File: src/vgaPkg.sv
// shared widths, pattern-mode codes and bar colours, imported by the VGA RTL and testbench
`default_nettype none

package vgaPkg;

	// --------------------
	// widths
	// counters and positions, totals up to 2047
	localparam int coordWidth = 11;
	// one colour channel
	localparam int colorWidth = 4;
	// pixel word, red / blue / green from the top
	localparam int pixelWidth = 12;
	// pattern-mode code
	localparam int modeWidth  = 2;

	// --------------------
	// pattern modes
	// eight vertical bars
	localparam logic [modeWidth-1:0] modeBars     = 2'd0;
	// 8x8 checkerboard
	localparam logic [modeWidth-1:0] modeChecker  = 2'd1;
	// user colour over the whole area
	localparam logic [modeWidth-1:0] modeSolid    = 2'd2;
	// grey ramp taken from x
	localparam logic [modeWidth-1:0] modeGradient = 2'd3;

	// --------------------
	// bar colours, left to right
	// nibble order is red, blue, green
	localparam logic [pixelWidth-1:0] barColors [8] = '{
		12'hFFF,	// white
		12'hF0F,	// yellow
		12'h0FF,	// cyan
		12'h00F,	// green
		12'hFF0,	// magenta
		12'hF00,	// red
		12'h0F0,	// blue
		12'h000		// black
	};

endpackage

`default_nettype wire
File: src/vgaDisplay.sv
// top level of the VGA test-pattern display, wiring raster timing, pattern generator and output stage
`timescale 1ns/1ps
`default_nettype none

module vgaDisplay
	import vgaPkg::*;
#(
	// 640x480 at 60 Hz by default
	parameter int hFront = 16,
	parameter int hSync  = 96,
	parameter int hBack  = 48,
	parameter int hDisp  = 640,
	parameter int vFront = 10,
	parameter int vSync  = 2,
	parameter int vBack  = 33,
	parameter int vDisp  = 480
)
(
	input  logic                  clk,
	input  logic                  rst_n,
	input  logic [modeWidth-1:0]  patternMode,
	input  logic [pixelWidth-1:0] userColor,
	output logic                  hsync,
	output logic                  vsync,
	output logic                  videoEn,
	output logic [colorWidth-1:0] vgaRed,
	output logic [colorWidth-1:0] vgaBlue,
	output logic [colorWidth-1:0] vgaGreen
);

	// raw timing, one cycle ahead of the pins
	logic                  hsyncRaw;
	logic                  vsyncRaw;
	logic                  activeRaw;
	// request side towards the pattern
	logic                  pixelRequest;
	logic                  frameStart;
	logic [coordWidth-1:0] xPos;
	logic [coordWidth-1:0] yPos;
	logic [pixelWidth-1:0] pixelData;

	// --------------------
	// raster timing
	vgaTiming #(
		.hFront (hFront),
		.hSync  (hSync),
		.hBack  (hBack),
		.hDisp  (hDisp),
		.vFront (vFront),
		.vSync  (vSync),
		.vBack  (vBack),
		.vDisp  (vDisp)
	) timing (
		.clk          (clk),
		.rst_n        (rst_n),
		.hsyncRaw     (hsyncRaw),
		.vsyncRaw     (vsyncRaw),
		.activeRaw    (activeRaw),
		.pixelRequest (pixelRequest),
		.frameStart   (frameStart),
		.xPos         (xPos),
		.yPos         (yPos)
	);

	// --------------------
	// pattern source
	vgaPattern #(
		.hDisp (hDisp)
	) pattern (
		.clk          (clk),
		.rst_n        (rst_n),
		.pixelRequest (pixelRequest),
		.frameStart   (frameStart),
		.xPos         (xPos),
		.yPos         (yPos),
		.patternMode  (patternMode),
		.userColor    (userColor),
		.pixelData    (pixelData)
	);

	// --------------------
	// pin registers
	vgaOutput out (
		.clk       (clk),
		.rst_n     (rst_n),
		.hsyncRaw  (hsyncRaw),
		.vsyncRaw  (vsyncRaw),
		.activeRaw (activeRaw),
		.pixelData (pixelData),
		.hsync     (hsync),
		.vsync     (vsync),
		.videoEn   (videoEn),
		.vgaRed    (vgaRed),
		.vgaBlue   (vgaBlue),
		.vgaGreen  (vgaGreen)
	);

endmodule

`default_nettype wire

File: src/vgaOutput.sv
// VGA output registers under the display top, aligning syncs and enable and blanking the colour
`timescale 1ns/1ps
`default_nettype none

module vgaOutput
	import vgaPkg::*;
(
	input  logic                  clk,
	input  logic                  rst_n,
	input  logic                  hsyncRaw,
	input  logic                  vsyncRaw,
	input  logic                  activeRaw,
	input  logic [pixelWidth-1:0] pixelData,
	output logic                  hsync,
	output logic                  vsync,
	output logic                  videoEn,
	output logic [colorWidth-1:0] vgaRed,
	output logic [colorWidth-1:0] vgaBlue,
	output logic [colorWidth-1:0] vgaGreen
);

	// --------------------
	// sync and enable
	// syncs idle high out of reset
	always_ff @(posedge clk or negedge rst_n)
	begin
		if (!rst_n)
		begin
			hsync   <= 1'b1;
			vsync   <= 1'b1;
			videoEn <= 1'b0;
		end
		else
		begin
			hsync   <= hsyncRaw;
			vsync   <= vsyncRaw;
			videoEn <= activeRaw;
		end
	end

	// --------------------
	// colour
	// nibbles are red, blue, green from the top
	always_ff @(posedge clk or negedge rst_n)
	begin
		if (!rst_n)
		begin
			vgaRed   <= '0;
			vgaBlue  <= '0;
			vgaGreen <= '0;
		end
		else if (activeRaw)
		begin
			vgaRed   <= pixelData[11:8];
			vgaBlue  <= pixelData[7:4];
			vgaGreen <= pixelData[3:0];
		end
		else
		begin
			// blank in porches and sync
			vgaRed   <= '0;
			vgaBlue  <= '0;
			vgaGreen <= '0;
		end
	end

	// --------------------
	// checks
	// no colour ever leaks outside the visible area
	assert property (@(posedge clk) disable iff (!rst_n)
		!videoEn |-> ((vgaRed == '0) && (vgaBlue == '0) && (vgaGreen == '0)));

endmodule

`default_nettype wire

File: src/vgaPattern.sv
// test-pattern generator answering each pixel request with a registered colour one cycle later
`timescale 1ns/1ps
`default_nettype none

module vgaPattern
	import vgaPkg::*;
#(
	parameter int hDisp = 640
)
(
	input  logic                  clk,
	input  logic                  rst_n,
	input  logic                  pixelRequest,
	input  logic                  frameStart,
	input  logic [coordWidth-1:0] xPos,
	input  logic [coordWidth-1:0] yPos,
	input  logic [modeWidth-1:0]  patternMode,
	input  logic [pixelWidth-1:0] userColor,
	output logic [pixelWidth-1:0] pixelData
);

	// width of one bar, an eighth of the line
	localparam logic [coordWidth-1:0] barWidth = coordWidth'(hDisp / 8);

	logic [modeWidth-1:0]  modeLatched;
	logic [pixelWidth-1:0] colorLatched;
	logic [2:0]            barIndex;
	logic [coordWidth-1:0] barLimit;
	logic                  firstPixel;
	logic [2:0]            baseIndex;
	logic [coordWidth-1:0] baseLimit;
	logic [2:0]            curIndex;
	logic [coordWidth-1:0] curLimit;
	logic [pixelWidth-1:0] nextColor;

	// --------------------
	// frame-latched settings
	// sampled on the frame pulse, so a frame never mixes modes
	always_ff @(posedge clk or negedge rst_n)
	begin
		if (!rst_n)
		begin
			modeLatched  <= modeBars;
			colorLatched <= '0;
		end
		else if (frameStart)
		begin
			modeLatched  <= patternMode;
			colorLatched <= userColor;
		end
	end

	// --------------------
	// bar tracking
	// first request of a line restarts at bar 0
	assign firstPixel = pixelRequest && (xPos == '0);

	always_comb
	begin
		baseIndex = firstPixel ? 3'd0 : barIndex;
		baseLimit = firstPixel ? barWidth : barLimit;
		curIndex  = baseIndex;
		curLimit  = baseLimit;
		// crossed into the next bar, last bar takes any remainder
		if ((xPos >= baseLimit) && (baseIndex != 3'd7))
		begin
			curIndex = baseIndex + 1'b1;
			curLimit = baseLimit + barWidth;
		end
	end

	always_ff @(posedge clk or negedge rst_n)
	begin
		if (!rst_n)
		begin
			barIndex <= '0;
			barLimit <= barWidth;
		end
		else if (pixelRequest)
		begin
			barIndex <= curIndex;
			barLimit <= curLimit;
		end
	end

	// --------------------
	// colour select
	always_comb
	begin
		case (modeLatched)
			modeBars:
				nextColor = barColors[curIndex];
			modeChecker:
				// 8-pixel squares
				nextColor = (xPos[3] ^ yPos[3]) ? 12'hFFF : 12'h000;
			modeSolid:
				nextColor = colorLatched;
			default:
				// gradient, same ramp on all three channels
				nextColor = {3{xPos[6:3]}};
		endcase
	end

	// held between requests
	always_ff @(posedge clk)
	begin
		if (pixelRequest)
		begin
			pixelData <= nextColor;
		end
	end

endmodule

`default_nettype wire

File: src/vgaTiming.sv
// VGA raster counters, producing raw syncs, the visible flag and a one-cycle-early pixel request
`timescale 1ns/1ps
`default_nettype none

module vgaTiming
	import vgaPkg::*;
#(
	parameter int hFront = 16,
	parameter int hSync  = 96,
	parameter int hBack  = 48,
	parameter int hDisp  = 640,
	parameter int vFront = 10,
	parameter int vSync  = 2,
	parameter int vBack  = 33,
	parameter int vDisp  = 480
)
(
	input  logic                  clk,
	input  logic                  rst_n,
	output logic                  hsyncRaw,
	output logic                  vsyncRaw,
	output logic                  activeRaw,
	output logic                  pixelRequest,
	output logic                  frameStart,
	output logic [coordWidth-1:0] xPos,
	output logic [coordWidth-1:0] yPos
);

	// --------------------
	// raster geometry
	// line and frame lengths in counts
	localparam logic [coordWidth-1:0] hTotal = coordWidth'(hFront + hSync + hBack + hDisp);
	localparam logic [coordWidth-1:0] vTotal = coordWidth'(vFront + vSync + vBack + vDisp);
	// sync pulse sits at the start of each line / frame
	localparam logic [coordWidth-1:0] hSyncEnd = coordWidth'(hSync);
	localparam logic [coordWidth-1:0] vSyncEnd = coordWidth'(vSync);
	// visible windows after sync and back porch
	localparam logic [coordWidth-1:0] hStart = coordWidth'(hSync + hBack);
	localparam logic [coordWidth-1:0] hEnd   = coordWidth'(hSync + hBack + hDisp);
	localparam logic [coordWidth-1:0] vStart = coordWidth'(vSync + vBack);
	localparam logic [coordWidth-1:0] vEnd   = coordWidth'(vSync + vBack + vDisp);
	// request window leads the visible one by a single count
	localparam logic [coordWidth-1:0] reqStart = coordWidth'(hSync + hBack - 1);
	localparam logic [coordWidth-1:0] reqEnd   = coordWidth'(hSync + hBack + hDisp - 1);

	logic [coordWidth-1:0] hCount;
	logic [coordWidth-1:0] vCount;
	logic                  hWrap;
	logic                  vWrap;
	logic                  hVisible;
	logic                  vVisible;
	logic                  hRequest;

	// last count of a line and of a frame
	assign hWrap = (hCount == hTotal - 1'b1);
	assign vWrap = (vCount == vTotal - 1'b1);

	// --------------------
	// horizontal counter
	always_ff @(posedge clk or negedge rst_n)
	begin
		if (!rst_n)
		begin
			hCount <= '0;
		end
		else if (hWrap)
		begin
			hCount <= '0;
		end
		else
		begin
			hCount <= hCount + 1'b1;
		end
	end

	// --------------------
	// vertical counter
	// steps once per line, on the horizontal wrap
	always_ff @(posedge clk or negedge rst_n)
	begin
		if (!rst_n)
		begin
			vCount <= '0;
		end
		else if (hWrap)
		begin
			if (vWrap)
			begin
				vCount <= '0;
			end
			else
			begin
				vCount <= vCount + 1'b1;
			end
		end
	end

	// --------------------
	// decode
	// syncs active low during the first counts
	assign hsyncRaw = (hCount >= hSyncEnd);
	assign vsyncRaw = (vCount >= vSyncEnd);

	// visible area
	assign hVisible  = (hCount >= hStart) && (hCount < hEnd);
	assign vVisible  = (vCount >= vStart) && (vCount < vEnd);
	assign activeRaw = hVisible && vVisible;

	// request one clock ahead, same lines
	assign hRequest     = (hCount >= reqStart) && (hCount < reqEnd);
	assign pixelRequest = hRequest && vVisible;

	// positions of the requested pixel, zero when idle
	assign xPos = pixelRequest ? (hCount - reqStart) : '0;
	assign yPos = pixelRequest ? (vCount - vStart) : '0;

	// one cycle at the very end of the frame
	assign frameStart = hWrap && vWrap;

	// --------------------
	// checks
	// requested x never leaves the visible width
	assert property (@(posedge clk) disable iff (!rst_n)
		pixelRequest |-> (xPos < coordWidth'(hDisp)));

	// every visible pixel was requested the cycle before
	assert property (@(posedge clk) disable iff (!rst_n)
		activeRaw |-> $past(pixelRequest));

endmodule

`default_nettype wire

File: config.mk
export PLATFORM = sky130hd
export DESIGN_NAME = vgaDisplay
export DESIGN_NICKNAME = d
export VERILOG_FILES = /design/src/vgaPkg.sv /design/src/vgaDisplay.sv /design/src/vgaOutput.sv /design/src/vgaPattern.sv /design/src/vgaTiming.sv
export SDC_FILE = /design/constraint.sdc
export NUM_CORES = 1
export LEC_CHECK = 0
export BUFFER_PORTS_ARGS = -buffer_cell sky130_fd_sc_hd__buf_2
export CORE_ASPECT_RATIO = 0.6
export CORE_MARGIN = 3
export CORE_UTILIZATION = 56
export CTS_BUF_LIST = sky130_fd_sc_hd__clkbuf_4
export CTS_CLUSTER_SIZE = 16
export DETAILED_ROUTE_END_ITERATION = 12
export GPL_ROUTABILITY_DRIVEN = 0
export PLACE_DENSITY = 0.81
export SLEW_MARGIN = 25
export SYNTH_ARGS = -nofsm -noshare
export SYNTH_HDL_FRONTEND = slang
export SYNTH_SLANG_ARGS = --single-unit
File: constraint.sdc
create_clock -name clk -period 4.1 [get_ports clk]
set_input_delay 0.82 -clock clk [delete_from_list [all_inputs] [get_ports clk]]
set_output_delay 0.82 -clock clk [all_outputs]
set_load 0.1 [all_outputs]
# ---- Word level (Yosys, flattened, before mapping)
# Memory sizes are Yosys's and may differ from the RTL's.
# Cells that the tools add are included.
dict set report word_totals {
  latchBits 0
  mem_count 1
  romBits 96
  register_bits 77
  ram_bits 0
}
# memory depth width rd rd_ports_with_merged_regs write_ports line
set memory_table {}
lappend memory_table {{(name not given)} 8 12 1 0 0 vgaPattern.sv:92} ;# nextColor = barColors[curIndex];
dict set report classes {
  n_lt_le_gt_ge 10
  n_bitwise 2
  shift 0
  n_mul 0
  div_mod_pow 0
  addsub 6
  reduce_logical 10
  n_eq_ne 5
  n_mux 15
}
# op count
set op_table {}
lappend op_table {{$mux 11} 5}
lappend op_table {{$mux 12} 3}
lappend op_table {{$pmux 12 s3} 1}
lappend op_table {{$lt 11x10->1 const B} 3}
lappend op_table {{$add 11x1->11 const B} 2}
lappend op_table {{$eq 11x10->1 const B} 2}
lappend op_table {{$ge 11x8->1 const B} 2}
lappend op_table {{$mux 4} 4}
lappend op_table {{$add 11x7->11 const B} 1}
lappend op_table {{$ge 11x11->1} 1}
lappend op_table {{$ge 11x2->1 const B} 1}
lappend op_table {{$ge 11x6->1 const B} 1}
lappend op_table {{$ge 11x7->1 const B} 1}
lappend op_table {{$logic_not 11->1} 1}
lappend op_table {{$sub 11x8->11 const B} 1}
lappend op_table {{$logic_and 1x1->1} 8}
lappend op_table {{$mux 3} 2}
lappend op_table {{$ge 4x4->1 const B} 1}
lappend op_table {{$not 3->4} 1}
lappend op_table {{$sub 4x2->4 const B} 1}
lappend op_table {{$add 3x1->3 const B} 1}
lappend op_table {{$ne 3x3->1 const B} 1}
lappend op_table {{$eq 2x1->1 const B} 1}
lappend op_table {{$eq 2x2->1 const B} 1}
lappend op_table {{other kinds (2)} 2}

# ---- Longest topological paths before layout
# Gate-level depths: netlist of run 1.
dict set report logic_depth {
  ltp_word 15
  mapped_depth 18
  mapped_depth_nobuf 16
}

# ---- By module
# A second synthesis of run 1 with hierarchy kept.
dict set report hier_totals {
  hier_cells 441
  hier_area_um2 4481.8
}
# module instances seq_area_each_um2 cells_each area_each_um2
set modules_own_cells {}
lappend modules_own_cells {vgaPattern 1 1063.5 218 2303.5}
lappend modules_own_cells {vgaTiming 1 550.5 195 1704.1}
lappend modules_own_cells {vgaOutput 1 377.9 28 474.2}

# ---- Worst setup path after synthesis of run 1
# No wires, ideal clock.
dict set report synth_path {
  kind {register to register}
  from {reg timing.vCount[1]}
  to {reg pattern.pixelData[5] (data pin)}
  required_time_ns 3.940
  setup_time_ns 0.160
  arrival_time_ns 3.805
  n_path_buf 0
  slack_ns 0.135
  stages_incl_launch_ff 16
  synth_period_minus_slack_ns 3.965
  path_cell_list {dfrtp_1 ha_1 nor4_1 a211o_1 a2111oi_4 nand2_4 or4b_4 nand2_1 ha_1 o21a_1 o21bai_1 nand4bb_1 nand2_2 or4_1 o21a_1 o211ai_1}
}
dict set report synth_between {
  elab_chain_cells 15
  word_cells_on_any_way 23
  classes_between {add/sub (2); order compare (3); eq/ne (1); mux (9); bitwise (2); reduce/logical (5); memory (1)}
}
# item line
set synth_rtl {}
lappend synth_rtl {{start, declared} vgaTiming.sv:47} ;# logic [coordWidth-1:0] vCount;
lappend synth_rtl {{start signal, assigned} vgaTiming.sv:93} ;# vCount <= vCount + 1'b1;
lappend synth_rtl {{$ge 11x6->1 / $lt 11x10->1 (equally long branches)} vgaTiming.sv:106} ;# assign vVisible = (vCount >= vStart) && (vCount < vEnd);
lappend synth_rtl {{$logic_and 1x1->1} vgaTiming.sv:106}
lappend synth_rtl {{$logic_and 1x1->1} vgaTiming.sv:111} ;# assign pixelRequest = hRequest && vVisible;
lappend synth_rtl {{$mux 11} vgaTiming.sv:114} ;# assign xPos = pixelRequest ? (hCount - reqStart) : '0;
lappend synth_rtl {{$logic_not 11->1} vgaPattern.sv:56} ;# assign firstPixel = pixelRequest && (xPos == '0);
lappend synth_rtl {{$logic_and 1x1->1} vgaPattern.sv:56}
lappend synth_rtl {{$mux 11 / $mux 3 (equally long branches)} {vgaPattern.sv:61, vgaPattern.sv:60}}
lappend synth_rtl {{$ge 11x11->1 / $ne 3x3->1 (equally long branches)} vgaPattern.sv:65} ;# if ((xPos >= baseLimit) && (baseIndex != 3'd7))
lappend synth_rtl {{$logic_and 1x1->1} vgaPattern.sv:65}
lappend synth_rtl {{$mux 3} vgaPattern.sv:65}
lappend synth_rtl {{$not 3->4 (not written as such)} vgaPattern.sv:92}
lappend synth_rtl {{$mem_v2 8x12} --}
lappend synth_rtl {{$mux 12 (not written as such) (2 in series)} vgaPattern.sv:92}
lappend synth_rtl {{$pmux 12 s3 (*)} vgaPattern.sv:90} ;# case (modeLatched)
lappend synth_rtl {{named net pattern.nextColor[5]} vgaPattern.sv:34} ;# logic [pixelWidth-1:0] nextColor;
lappend synth_rtl {{end signal, assigned} vgaPattern.sv:109} ;# pixelData <= nextColor;
lappend synth_rtl {{end, declared} vgaPattern.sv:19} ;# output logic [pixelWidth-1:0] pixelData
# The timed path passes the listed nets; every way through them passes the cells marked *. The select of a mux whose other input is x is not followed.
# A chain may end at the register's enable or synchronous reset.

# ---- Worst setup path in the final report of run 1
dict set report layout_path {
  from {reg timing.hCount[0]}
  to {reg pattern.pixelData[7] (data pin)}
}
dict set report layout_between {
  elab_chain_cells 15
  word_cells_on_any_way 23
  classes_between {add/sub (2); order compare (3); eq/ne (1); mux (9); bitwise (2); reduce/logical (5); memory (1)}
}
# item line
set layout_rtl {}
lappend layout_rtl {{start, declared} vgaTiming.sv:46} ;# logic [coordWidth-1:0] hCount;
lappend layout_rtl {{start signal, assigned} vgaTiming.sv:72} ;# hCount <= hCount + 1'b1;
lappend layout_rtl {{$ge 11x8->1 / $lt 11x10->1 (equally long branches)} vgaTiming.sv:110} ;# assign hRequest = (hCount >= reqStart) && (hCount < reqEnd);
lappend layout_rtl {{$logic_and 1x1->1} vgaTiming.sv:110}
lappend layout_rtl {{$logic_and 1x1->1} vgaTiming.sv:111}
lappend layout_rtl {{$mux 11} vgaTiming.sv:114}
lappend layout_rtl {{$logic_not 11->1} vgaPattern.sv:56}
lappend layout_rtl {{$logic_and 1x1->1} vgaPattern.sv:56}
lappend layout_rtl {{$mux 11 / $mux 3 (equally long branches)} {vgaPattern.sv:61, vgaPattern.sv:60}}
lappend layout_rtl {{$ge 11x11->1 / $ne 3x3->1 (equally long branches)} vgaPattern.sv:65}
lappend layout_rtl {{$logic_and 1x1->1} vgaPattern.sv:65}
lappend layout_rtl {{$mux 3} vgaPattern.sv:65}
lappend layout_rtl {{$not 3->4 (not written as such)} vgaPattern.sv:92}
lappend layout_rtl {{$mem_v2 8x12} --}
lappend layout_rtl {{$mux 12 (not written as such) (2 in series)} vgaPattern.sv:92}
lappend layout_rtl {{$pmux 12 s3 (*)} vgaPattern.sv:90}
lappend layout_rtl {{named net pattern.nextColor[7]} vgaPattern.sv:34}
# Marked as above.

==> flow_summary.json, run 1 <==
{
  "fillerInstances": 472,
  "place_inst": 523,
  "vias": 3372,
  "violations": "negative setup slack",
  "worstReg2RegStart": "timing.hCount[0]",
  "yosysWarnings": 0,
  "slowest_stage": "dfrtp_2",
  "rsz0062_at_grt": "yes",
  "cts_tree": "built",
  "drive_gt1_frac": 0.310,
  "max-slew-margin-rel": 0.439,
  "fmax_ghz": 0.243,
  "grt_usage": 0.248,
  "grt_overflow": 0,
  "avgSynthCellArea_um2": 10.4,
  "worstPathMaxFanout": 8,
  "layout_common_cells": "dfrtp_1 (55), buf_4 (41), nor2_1 (31)",
  "clkLatencyLatePin_ns": 0.45,
  "layout_commonest_cell": "dfrtp_1",
  "ys_async_sr_fraction": 0.844,
  "clockBufferDepth": 2,
  "netlist-cell-type-count": 54,
  "synthFlopType": "dfrtp_1",
  "start_util": 0.595,
  "synth_seq_cells": 77,
  "synth_edf_count": 12,
  "critPathCaptureType": "flip-flop",
  "grt_pass1_wl_um": 15900,
  "drcViolationCount": 0,
  "dieArea_mm2": 0.00841,
  "syn_nets": 429,
  "seqPwrFrac": 0.592,
  "finalCriticalPeriod_ns": 4.12,
  "power.switching_w": 0.000283,
  "p_leak_nw": 2.28,
  "cap_violations": 0,
  "critPathRequiredTime_ns": 4.35,
  "die_h_um": 72.2,
  "tightest_slew_ns": 0.838,
  "path_clk_slew_ns": 0.13,
  "nets": 496,
  "h-tree-depth": 3,
  "worst_hold_slack_ns": 0.376,
  "core_area_mm2": 0.00688,
  "rows": 23,
  "worst_slack_ns": -0.0193,
  "ir_drop_v": 0.000244,
  "combPwrFrac": 0.016,
  "crit_type": "reg -> reg",
  "fin_crit_sh": 1.00,
  "crit_arrival_ns": 4.37,
  "pin_count": 31,
  "via_per_inst": 6.09,
  "yosysSeqAreaShare": 0.487,
  "run_status": "complete, but fails checks",
  "ant_nets": 0,
  "hp-class": "in -> async",
  "drtPass1Iterations": 4,
  "io_buffers": 30,
  "cts_buffers": 9,
  "wire_per_inst_um": 18.4,
  "routed_wl_um": 10200,
  "crit_chain": "ha_1 > and3_1 > buf_4 > o21ai_0 > xnor2_1 > nand3_1 > nor3_4 > buf_6 > nor2_1 > ha_1 > a21oi_2 > o211ai_1 > nand4bb_4 > nand2_4 > or4_1 > o21a_1 > o211ai_1",
  "die_x_um": 116,
  "p_sw_frac": 0.217,
  "grt_max_degree": 28,
  "max_stage_delay_ns": 0.47,
  "finClkSkew_ns": 0.0191,
  "grt_pass1_vias": 3071,
  "utilization": 0.716,
  "cellPowerDensity_mw_per_mm2": 265,
  "setup_viol": 1,
  "diodes": 0,
  "place_ws_ns": -0.130,
  "drtIter0Drc": 327,
  "p_clk_frac": 0.392,
  "final_cells": 554,
  "drv_slew": 0,
  "dpl.hpwl_um": 7400,
  "clock_sinks": 77,
  "syn_area_mm2": 0.00409,
  "area.growth.synth_to_final_pct": 20.3,
  "syn_inst": 395,
  "hold_viol_final": 0,
  "crit_path_start": "timing.hCount[0]",
  "start_kind": "flip-flop",
  "antenna_found_initial": 0,
  "p_int_w": 0.00102,
  "cts_root_buf": "clkbuf_4"
}
worst paths after layout:
check                      depth (start not counted)                    to  slack, ns
setup / recovery                                  17  pattern.pixelData[7]      -0.02
hold / removal                                     1   pattern.barLimit[8]       0.38
setup reg to reg                                  17  pattern.pixelData[7]      -0.02
hold reg to reg                                    1       out.vgaGreen[2]       0.46
max in group asynchronous                          2   pattern.barLimit[4]       2.96
min in group clk                                   1       out.vgaGreen[2]       0.46
registers in the layout, indices dropped and copies added (netlist names):
register,count
timing.hCount,11
pattern.barIndex,3
pattern.barLimit,11
out.vgaBlue,4
out.vgaRed,4
out.hsync,1
pattern.colorLatched,12
out.videoEn,1
pattern.pixelData,12
out.vsync,1
timing.vCount,11
out.vgaGreen,4
pattern.modeLatched,2
metal layers:
layer,global-route usage,vias to the layer above,wire [um]
met3,0.0892,18,1080
met5,0,-,0
met2,0.343,189,4350
met1,0.372,1614,4650
li1,-,1551,-
met4,0.0631,0,124
power by group through the flow:
stage	Combinational, W	Sequential (W)	Clock (W)
after detailed placement	0.0000217	0.000789	0
after global routing	0.0000237	0.000774	0.000554
final	0.0000206	0.000774	0.000513
after global placement	0.0000210	0.000789	0
after floorplan	0.000000116	0.000789	0
after CTS	0.0000217	0.000774	0.000520
timing repair:
action | 4_1_cts | 5_1_grt
setup buffers | 3 | 12
hold buffers | 0 | 0
endpoints found under the hold margin | 0 | 0
setup endpoints to repair | 17 | 20
pin swaps | 2 | 15
resized for setup | 9 | 29
cells by family after synthesis:
kind of cell             share of synthesized area
flip-flops                                   0.487
buffers and inverters                       0.0284
multiplexers                                0.0434
adder cells (fa/ha/maj)                     0.0550
AO/OA/AOI/OAI                                0.120
AND/OR/NAND/NOR                              0.214
XOR/XNOR                                    0.0535
Yosys cell counts, types with 2 or more instances:
master,instances,share of area
and2_1,13,0.020
nor3_1,8,0.0098
xnor2_1,14,0.030
ha_1,18,0.055
nand2_2,3,0.0046
xor2_1,11,0.024
a211oi_1,2,0.0037
buf_2,5,0.0061
dfstp_2,4,0.026
edfxtp_1,12,0.088
nand4_1,8,0.012
and3_1,6,0.0092
a22o_1,3,0.0064
mux2i_1,2,0.0049
or4_1,6,0.011
o21ai_0,27,0.033
o2111ai_1,2,0.0043
nor2_1,31,0.028
nor4_1,8,0.012
mux2_2,14,0.039
a2111oi_4,2,0.013
nand3_1,14,0.017
o21a_1,3,0.0055
o211ai_1,8,0.015
nor2b_1,12,0.018
dfrtp_1,61,0.37
a21oi_1,18,0.022
nand2_1,29,0.027
or3_1,4,0.0061
o31ai_1,2,0.0037
nor3b_1,2,0.0037
inv_1,11,0.010
clkbuf_1,11,0.010
worst max-delay path: cells and delay by family, from the launching register on:
family          cells  cell delay [ns]
fa+ha+maj           2             0.55
flops               1             0.47
buf+inv             2             0.34
simple gates        7             1.43
compound gates      5             0.92
xor+xnor            1             0.24
stage by stage:
stage          setup TNS (ns)  total power [W]  area, um^2
2_1_floorplan               0         0.000789        4090
3_3_place_gp                0         0.000810        4500
3_5_place_dp           -0.824         0.000810        4500
4_1_cts                     0          0.00132        4710
5_1_grt                 -2.88          0.00135        4920
6_report              -0.0193          0.00131        4920
final cells by class:
type | count | area, um^2 | area share
well taps | 87 | 109 | 0.0221
clock buffers | 9 | 67.6 | 0.0137
multi-input cells | 289 | 2130 | 0.433
repair buffers | 73 | 480 | 0.0976
clock inverters | 7 | 88.8 | 0.0180
flip-flops and latches | 77 | 2000 | 0.406
inverters | 12 | 46.3 | 0.00940
(Power assumes the default switching activity.)
==> run 2: changes to the inputs <==
--- a/config.mk
+++ b/config.mk
@@ -13,7 +13,7 @@
 export CTS_CLUSTER_SIZE = 16
 export DETAILED_ROUTE_END_ITERATION = 12
 export GPL_ROUTABILITY_DRIVEN = 0
-export PLACE_DENSITY = 0.81
+export PLACE_DENSITY = 0.79
 export SLEW_MARGIN = 25
 export SYNTH_ARGS = -nofsm -noshare
 export SYNTH_HDL_FRONTEND = slang
==> run 2 against run 1 <==
  * Register-to-register slack gained 0.11 ns
  * Clock-buffer cell count increased by 3
  * The flow now finishes without violations
  * Critical path depth stayed put
  * Sequential share of layout area grew 0.41 points
  * Worst setup slack better by 0.11 ns
==> flow_summary.json, run 2 (synthesized netlist as in run 1, its figures left out) <==
{
  "critPathTopFamily": "simple AND/OR/NAND/NOR gates",
  "path_clk_slew_ns": 0.12,
  "clkLatencyLatePin_ns": 0.45,
  "max_stage_delay_ns": 0.62,
  "layout_commonest_cell": "dfrtp_1",
  "io_buffers": 30,
  "grt_pass1_wl_um": 15900,
  "worst_slack_ns": 0.0956,
  "dpl.hpwl_um": 7370,
  "vias": 3382,
  "routed_wl_um": 10300,
  "reg_top3": "pattern.colorLatched: 12 flops, pattern.pixelData: 12 flops",
  "place_ws_ns": -0.0206,
  "drtPass1Iterations": 5,
  "dieArea_mm2": 0.00841,
  "critPathBufInv": 3,
  "finalCriticalPeriod_ns": 4.00,
  "h-tree-depth": 3,
  "cts_tree": "built",
  "ff_latch_area_mm2": 0.00200,
  "pin_count": 31,
  "worstReg2RegStart": "timing.hCount[0]",
  "drive_gt1_frac": 0.289,
  "multi_input_area_mm2": 0.00209,
  "diodes": 0,
  "grt_max_degree": 43,
  "cts_buffers": 9,
  "finClkSkew_ns": 0.0154,
  "rows": 23,
  "clock_sinks": 77,
  "core_area_mm2": 0.00688,
  "start_util": 0.595,
  "grt_overflow": 0,
  "hold_viol_final": 0,
  "clockBufferDepth": 2,
  "cellPowerDensity_mw_per_mm2": 286,
  "rrSetupSlack_ns": 0.1,
  "fin_crit_sh": 0.977,
  "drv_slew": 0,
  "p_leak_nw": 2.24,
  "nets": 489,
  "cts_root_buf": "clkbuf_4",
  "die_x_um": 116,
  "rr_endpoint": "pattern.pixelData[3]",
  "wire_per_inst_um": 18.8,
  "antenna_found_initial": 0,
  "tightest_slew_ns": 0.750,
  "drcViolationCount": 0,
  "grt_usage": 0.250,
  "fillerInstances": 481,
  "crit_type": "reg -> reg",
  "rsz0062_at_grt": "yes",
  "ir_drop_v": 0.000228,
  "fmax_ghz": 0.250,
  "start_kind": "flip-flop",
  "slowest_stage": "or4b_4",
  "run_status": "finished clean",
  "drtIter0Drc": 397,
  "r2r_cells": 17,
  "utilization": 0.708,
  "layout_common_cells": "dfrtp_1 (56), buf_4 (36), nor2_1 (31)",
  "max-slew-margin-rel": 0.500,
  "die_h_um": 72.2,
  "path_common_cell": "buf_4",
  "ant_nets": 0,
  "crit_arrival_ns": 4.16,
  "grt_pass1_vias": 3045,
  "critPathCaptureType": "flip-flop",
  "crit_chain": "ha_1 > buf_4 > xor2_1 > nor3_1 > and3_4 > nand2_2 > or4b_4 > nand2_4 > ha_4 > o21a_1 > o21bai_1 > nand4bb_1 > buf_4 > nand3_1 > o211ai_1 > buf_4 > o21ai_0",
  "worstPathMaxFanout": 7,
  "hp-class": "in -> async",
  "area.growth.synth_to_final_pct": 19.0,
  "critPathRequiredTime_ns": 4.26,
  "setup_viol": 0,
  "via_per_inst": 6.18,
  "cap_violations": 0
}
[run 2: final cells by class]
| type | count | area share |
|---|---|---|
| tap | 87 | 0.0223 |
| multi-input combinational | 289 | 0.430 |
| clock inverter | 4 | 0.0203 |
| clock buffer | 12 | 0.0185 |
| inverter | 12 | 0.00950 |
| sequential | 77 | 0.410 |
| timing repair buffer | 66 | 0.0894 |
[run 2: worst max path at each step]
stage | startpoint | end | cells after the start
floorplan | timing.vCount[1] | pattern.pixelData[5] | 15
global placement | timing.vCount[0] | pattern.pixelData[1] | 15
detailed placement | timing.vCount[0] | pattern.pixelData[4] | 16
CTS | timing.vCount[7] | pattern.pixelData[5] | 14
global route | timing.hCount[0] | pattern.barLimit[10] | 19
finish | timing.hCount[0] | pattern.pixelData[3] | 17
[run 2: layer usage]
layer / vias up / track usage / wire (um)
met5: - / 0 / 0
met4: 0 / 0.0695 / 150
met3: 17 / 0.0625 / 1050
met2: 188 / 0.320 / 4260
met1: 1628 / 0.411 / 4790
li1: 1549 / - / -
[run 2: through the flow]
stage / instances / power (W) / instance area (um^2) / setup TNS [ns] / hold WS (ns)
after global routing: 547 / 0.00143 / 4870 / -0.263 / 0.366
final: 547 / 0.00139 / 4870 / 0 / 0.334
after global placement: 521 / 0.000809 / 4480 / 0 / 0.430
after floorplan: 395 / 0.000789 / 4090 / 0 / 0.427
after CTS: 537 / 0.00139 / 4680 / 0 / 0.458
after detailed placement: 521 / 0.000810 / 4480 / -0.0534 / 0.436
[run 2: timing repair]
item                                   4_1_cts  5_1_grt
setup buffers                                0       10
setup endpoints to repair                    9       16
endpoints found under the hold margin        0        0
gates cloned                                 0        0
gates resized for setup                      2       20
pin swaps                                    1       15
hold buffers                                 0        0
[run 2: power by group]
| part | internal [W] | leakage (nW) | switching [W] |
|---|---|---|---|
| sequential | 0.000774 | 0.951 | 0 |
| combinational | 0.00000593 | 1.19 | 0.0000141 |
| clock | 0.000331 | 0.102 | 0.000267 |
==> run 3: changes to the inputs <==
==> constraint.sdc (replaced) <==
create_clock -name clk -period 4.1 [get_ports clk]
set_input_delay 0 -clock clk [delete_from_list [all_inputs] [get_ports clk]]
set_output_delay 0 -clock clk [all_outputs]
set_load 0.1 [all_outputs]
==> run 3 against run 2 <==
  * Clock power decreased by 1%
  * Fmax decreased by 1.8%
  * Register-to-register slack got worse by 0.07 ns
  * Worst hold slack got worse by 0.094 ns
  * Global-route usage increased by 0.44 points
  * Critical endpoint is now pattern.pixelData[7]
  * Largest power group unchanged
  * Highest routed layer unchanged
==> flow_summary.json, run 3 (synthesized netlist as in run 1, its figures left out) <==
{
  "run_status": "finished clean",
  "fmax_ghz": 0.245,
  "core_area_mm2": 0.00688,
  "clock_sinks": 77,
  "critPathCaptureType": "flip-flop",
  "rsz0062_at_grt": "yes",
  "path_clk_slew_ns": 0.14,
  "finClkSkew_ns": 0.0229,
  "met2_usage": 0.364,
  "cts_tree": "built",
  "start_util": 0.595,
  "h-tree-depth": 3,
  "grt_usage": 0.254,
  "cap_violations": 0,
  "dieArea_mm2": 0.00841,
  "via_per_inst": 6.13,
  "drive_gt1_frac": 0.280,
  "final_cell_area_mm2": 0.00504,
  "wire_per_inst_um": 18.9,
  "dpl.hpwl_um": 7100,
  "grt_max_degree": 66,
  "die_h_um": 72.2,
  "ir_drop_v": 0.000222,
  "tns_ns": 0,
  "crit_arrival_ns": 4.34,
  "die_x_um": 116,
  "start_kind": "flip-flop",
  "layout_common_cells": "dfrtp_1 (55), buf_4 (37), nor2_1 (31)",
  "clkLatencyLatePin_ns": 0.45,
  "antenna_found_initial": 0,
  "drtPass1Iterations": 5,
  "ant_nets": 0,
  "grtUsageMet1": 0.391,
  "nets": 507,
  "cellPowerDensity_mw_per_mm2": 277,
  "p_leak_nw": 2.33,
  "max-slew-margin-rel": 0.472,
  "diodes": 0,
  "vias": 3464,
  "cts_root_buf": "clkbuf_4",
  "worstPathMaxFanout": 11,
  "area.growth.synth_to_final_pct": 23.1,
  "placed_cell_area_mm2": 0.00447,
  "tightest_slew_ns": 0.791,
  "hp-class": "in -> async",
  "critPathRequiredTime_ns": 4.36,
  "grt_overflow": 0,
  "met3_usage": 0.0592,
  "drcViolationCount": 0,
  "grt_pass1_wl_um": 16200,
  "grt.busiest_layer": "met1",
  "drtIter0Drc": 324,
  "fillerInstances": 456,
  "crit_type": "reg -> reg",
  "io_buffers": 30,
  "routed_wl_um": 10700,
  "grt_pass1_vias": 3128,
  "reg_top3": "pattern.colorLatched: 12 flops, pattern.pixelData: 12 flops",
  "clockBufferDepth": 2,
  "pin_count": 31,
  "rows": 23,
  "fin_crit_sh": 0.994,
  "worst_hold_slack_ns": 0.239,
  "r2r_cells": 15,
  "drv_slew": 0,
  "cts_buffers": 9,
  "finalCriticalPeriod_ns": 4.08,
  "layout_commonest_cell": "dfrtp_1",
  "setup_viol": 0,
  "hold_viol_final": 0
}
[run 3: cell count changes in the layout (fill, tap and decap cells not counted), moves of 2 or more]
cell / previous run / this run
or4_4: 0 / 2
clkbuf_4: 12 / 10
or4_1: 6 / 4
dlygate4sd3_1: 0 / 15
[run 3: path summary, 6_finish.rpt]
kind                                            from                     end  slack, ns
min in group clk                      patternMode[0]  pattern.modeLatched[0]       0.32
worst min register to register  pattern.pixelData[1]         out.vgaGreen[1]       0.45
max in group asynchronous                      rst_n        timing.vCount[0]       3.27
worst max-delay path                timing.hCount[5]    pattern.pixelData[7]       0.02
worst min-delay path                           rst_n     pattern.barLimit[8]       0.24
worst max register to register      timing.hCount[5]    pattern.pixelData[7]       0.02
[run 3: timing repair]
action                     CTS  global route
pin swaps                    1            15
hold endpoints to repair    75             0
gates resized for setup      1            21
hold buffers                15             0
setup endpoints to repair    3            19
setup buffers                1            14
[run 3: power breakdown]
group / leakage [nW] / internal (W) / switching [W]
sequential: 0.949 / 0.000774 / 0
combinational: 1.28 / 0.0000150 / 0.0000161
clock: 0.0947 / 0.000316 / 0.000274
total: 2.33 / 0.00110 / 0.000290
[run 3: layout make-up]
type                       count  area (um^2)  share of cell area
clock inverter                 6          110              0.0218
clock buffer                  10         75.1              0.0149
sequential                    77         2000               0.397
inverter                      12         46.3             0.00919
tap                           87          109              0.0216
timing repair buffer          84          618               0.123
multi-input combinational    289         2080               0.413
[run 3: metal layers]
metal	vias up	part of all wire
li1	1573	-
met1	1683	0.45
met2	186	0.45
met3	22	0.091
met4	0	0.012
met5	-	0
[run 3: critical path: stages (launching register included)]
cell       delay (ns)
dfrtp_2          0.52
or4_1            0.54
o22ai_1          0.21
xnor2_1          0.21
nand2_2          0.16
nor4b_4          0.32
or2_2            0.18
inv_1            0.09
ha_1             0.31
a211oi_1         0.24
o211ai_1         0.13
nand4bb_1        0.16
nand2_2          0.09
or4_4            0.47
o21a_1           0.15
o211ai_1         0.11
[run 3: stage by stage]
| step | instances | utilization | power, W | setup slack, ns |
|---|---|---|---|---|
| final | 565 | 0.733 | 0.00139 | 0.0239 |
| after global routing | 565 | 0.733 | 0.00144 | -0.142 |
| after CTS | 551 | 0.701 | 0.00140 | 0.0268 |
| after detailed placement | 519 | 0.650 | 0.000809 | 0.00802 |
| after global placement | 519 | 0.650 | 0.000809 | 0.122 |
| after floorplan | 395 | - | 0.000789 | 0.135 |
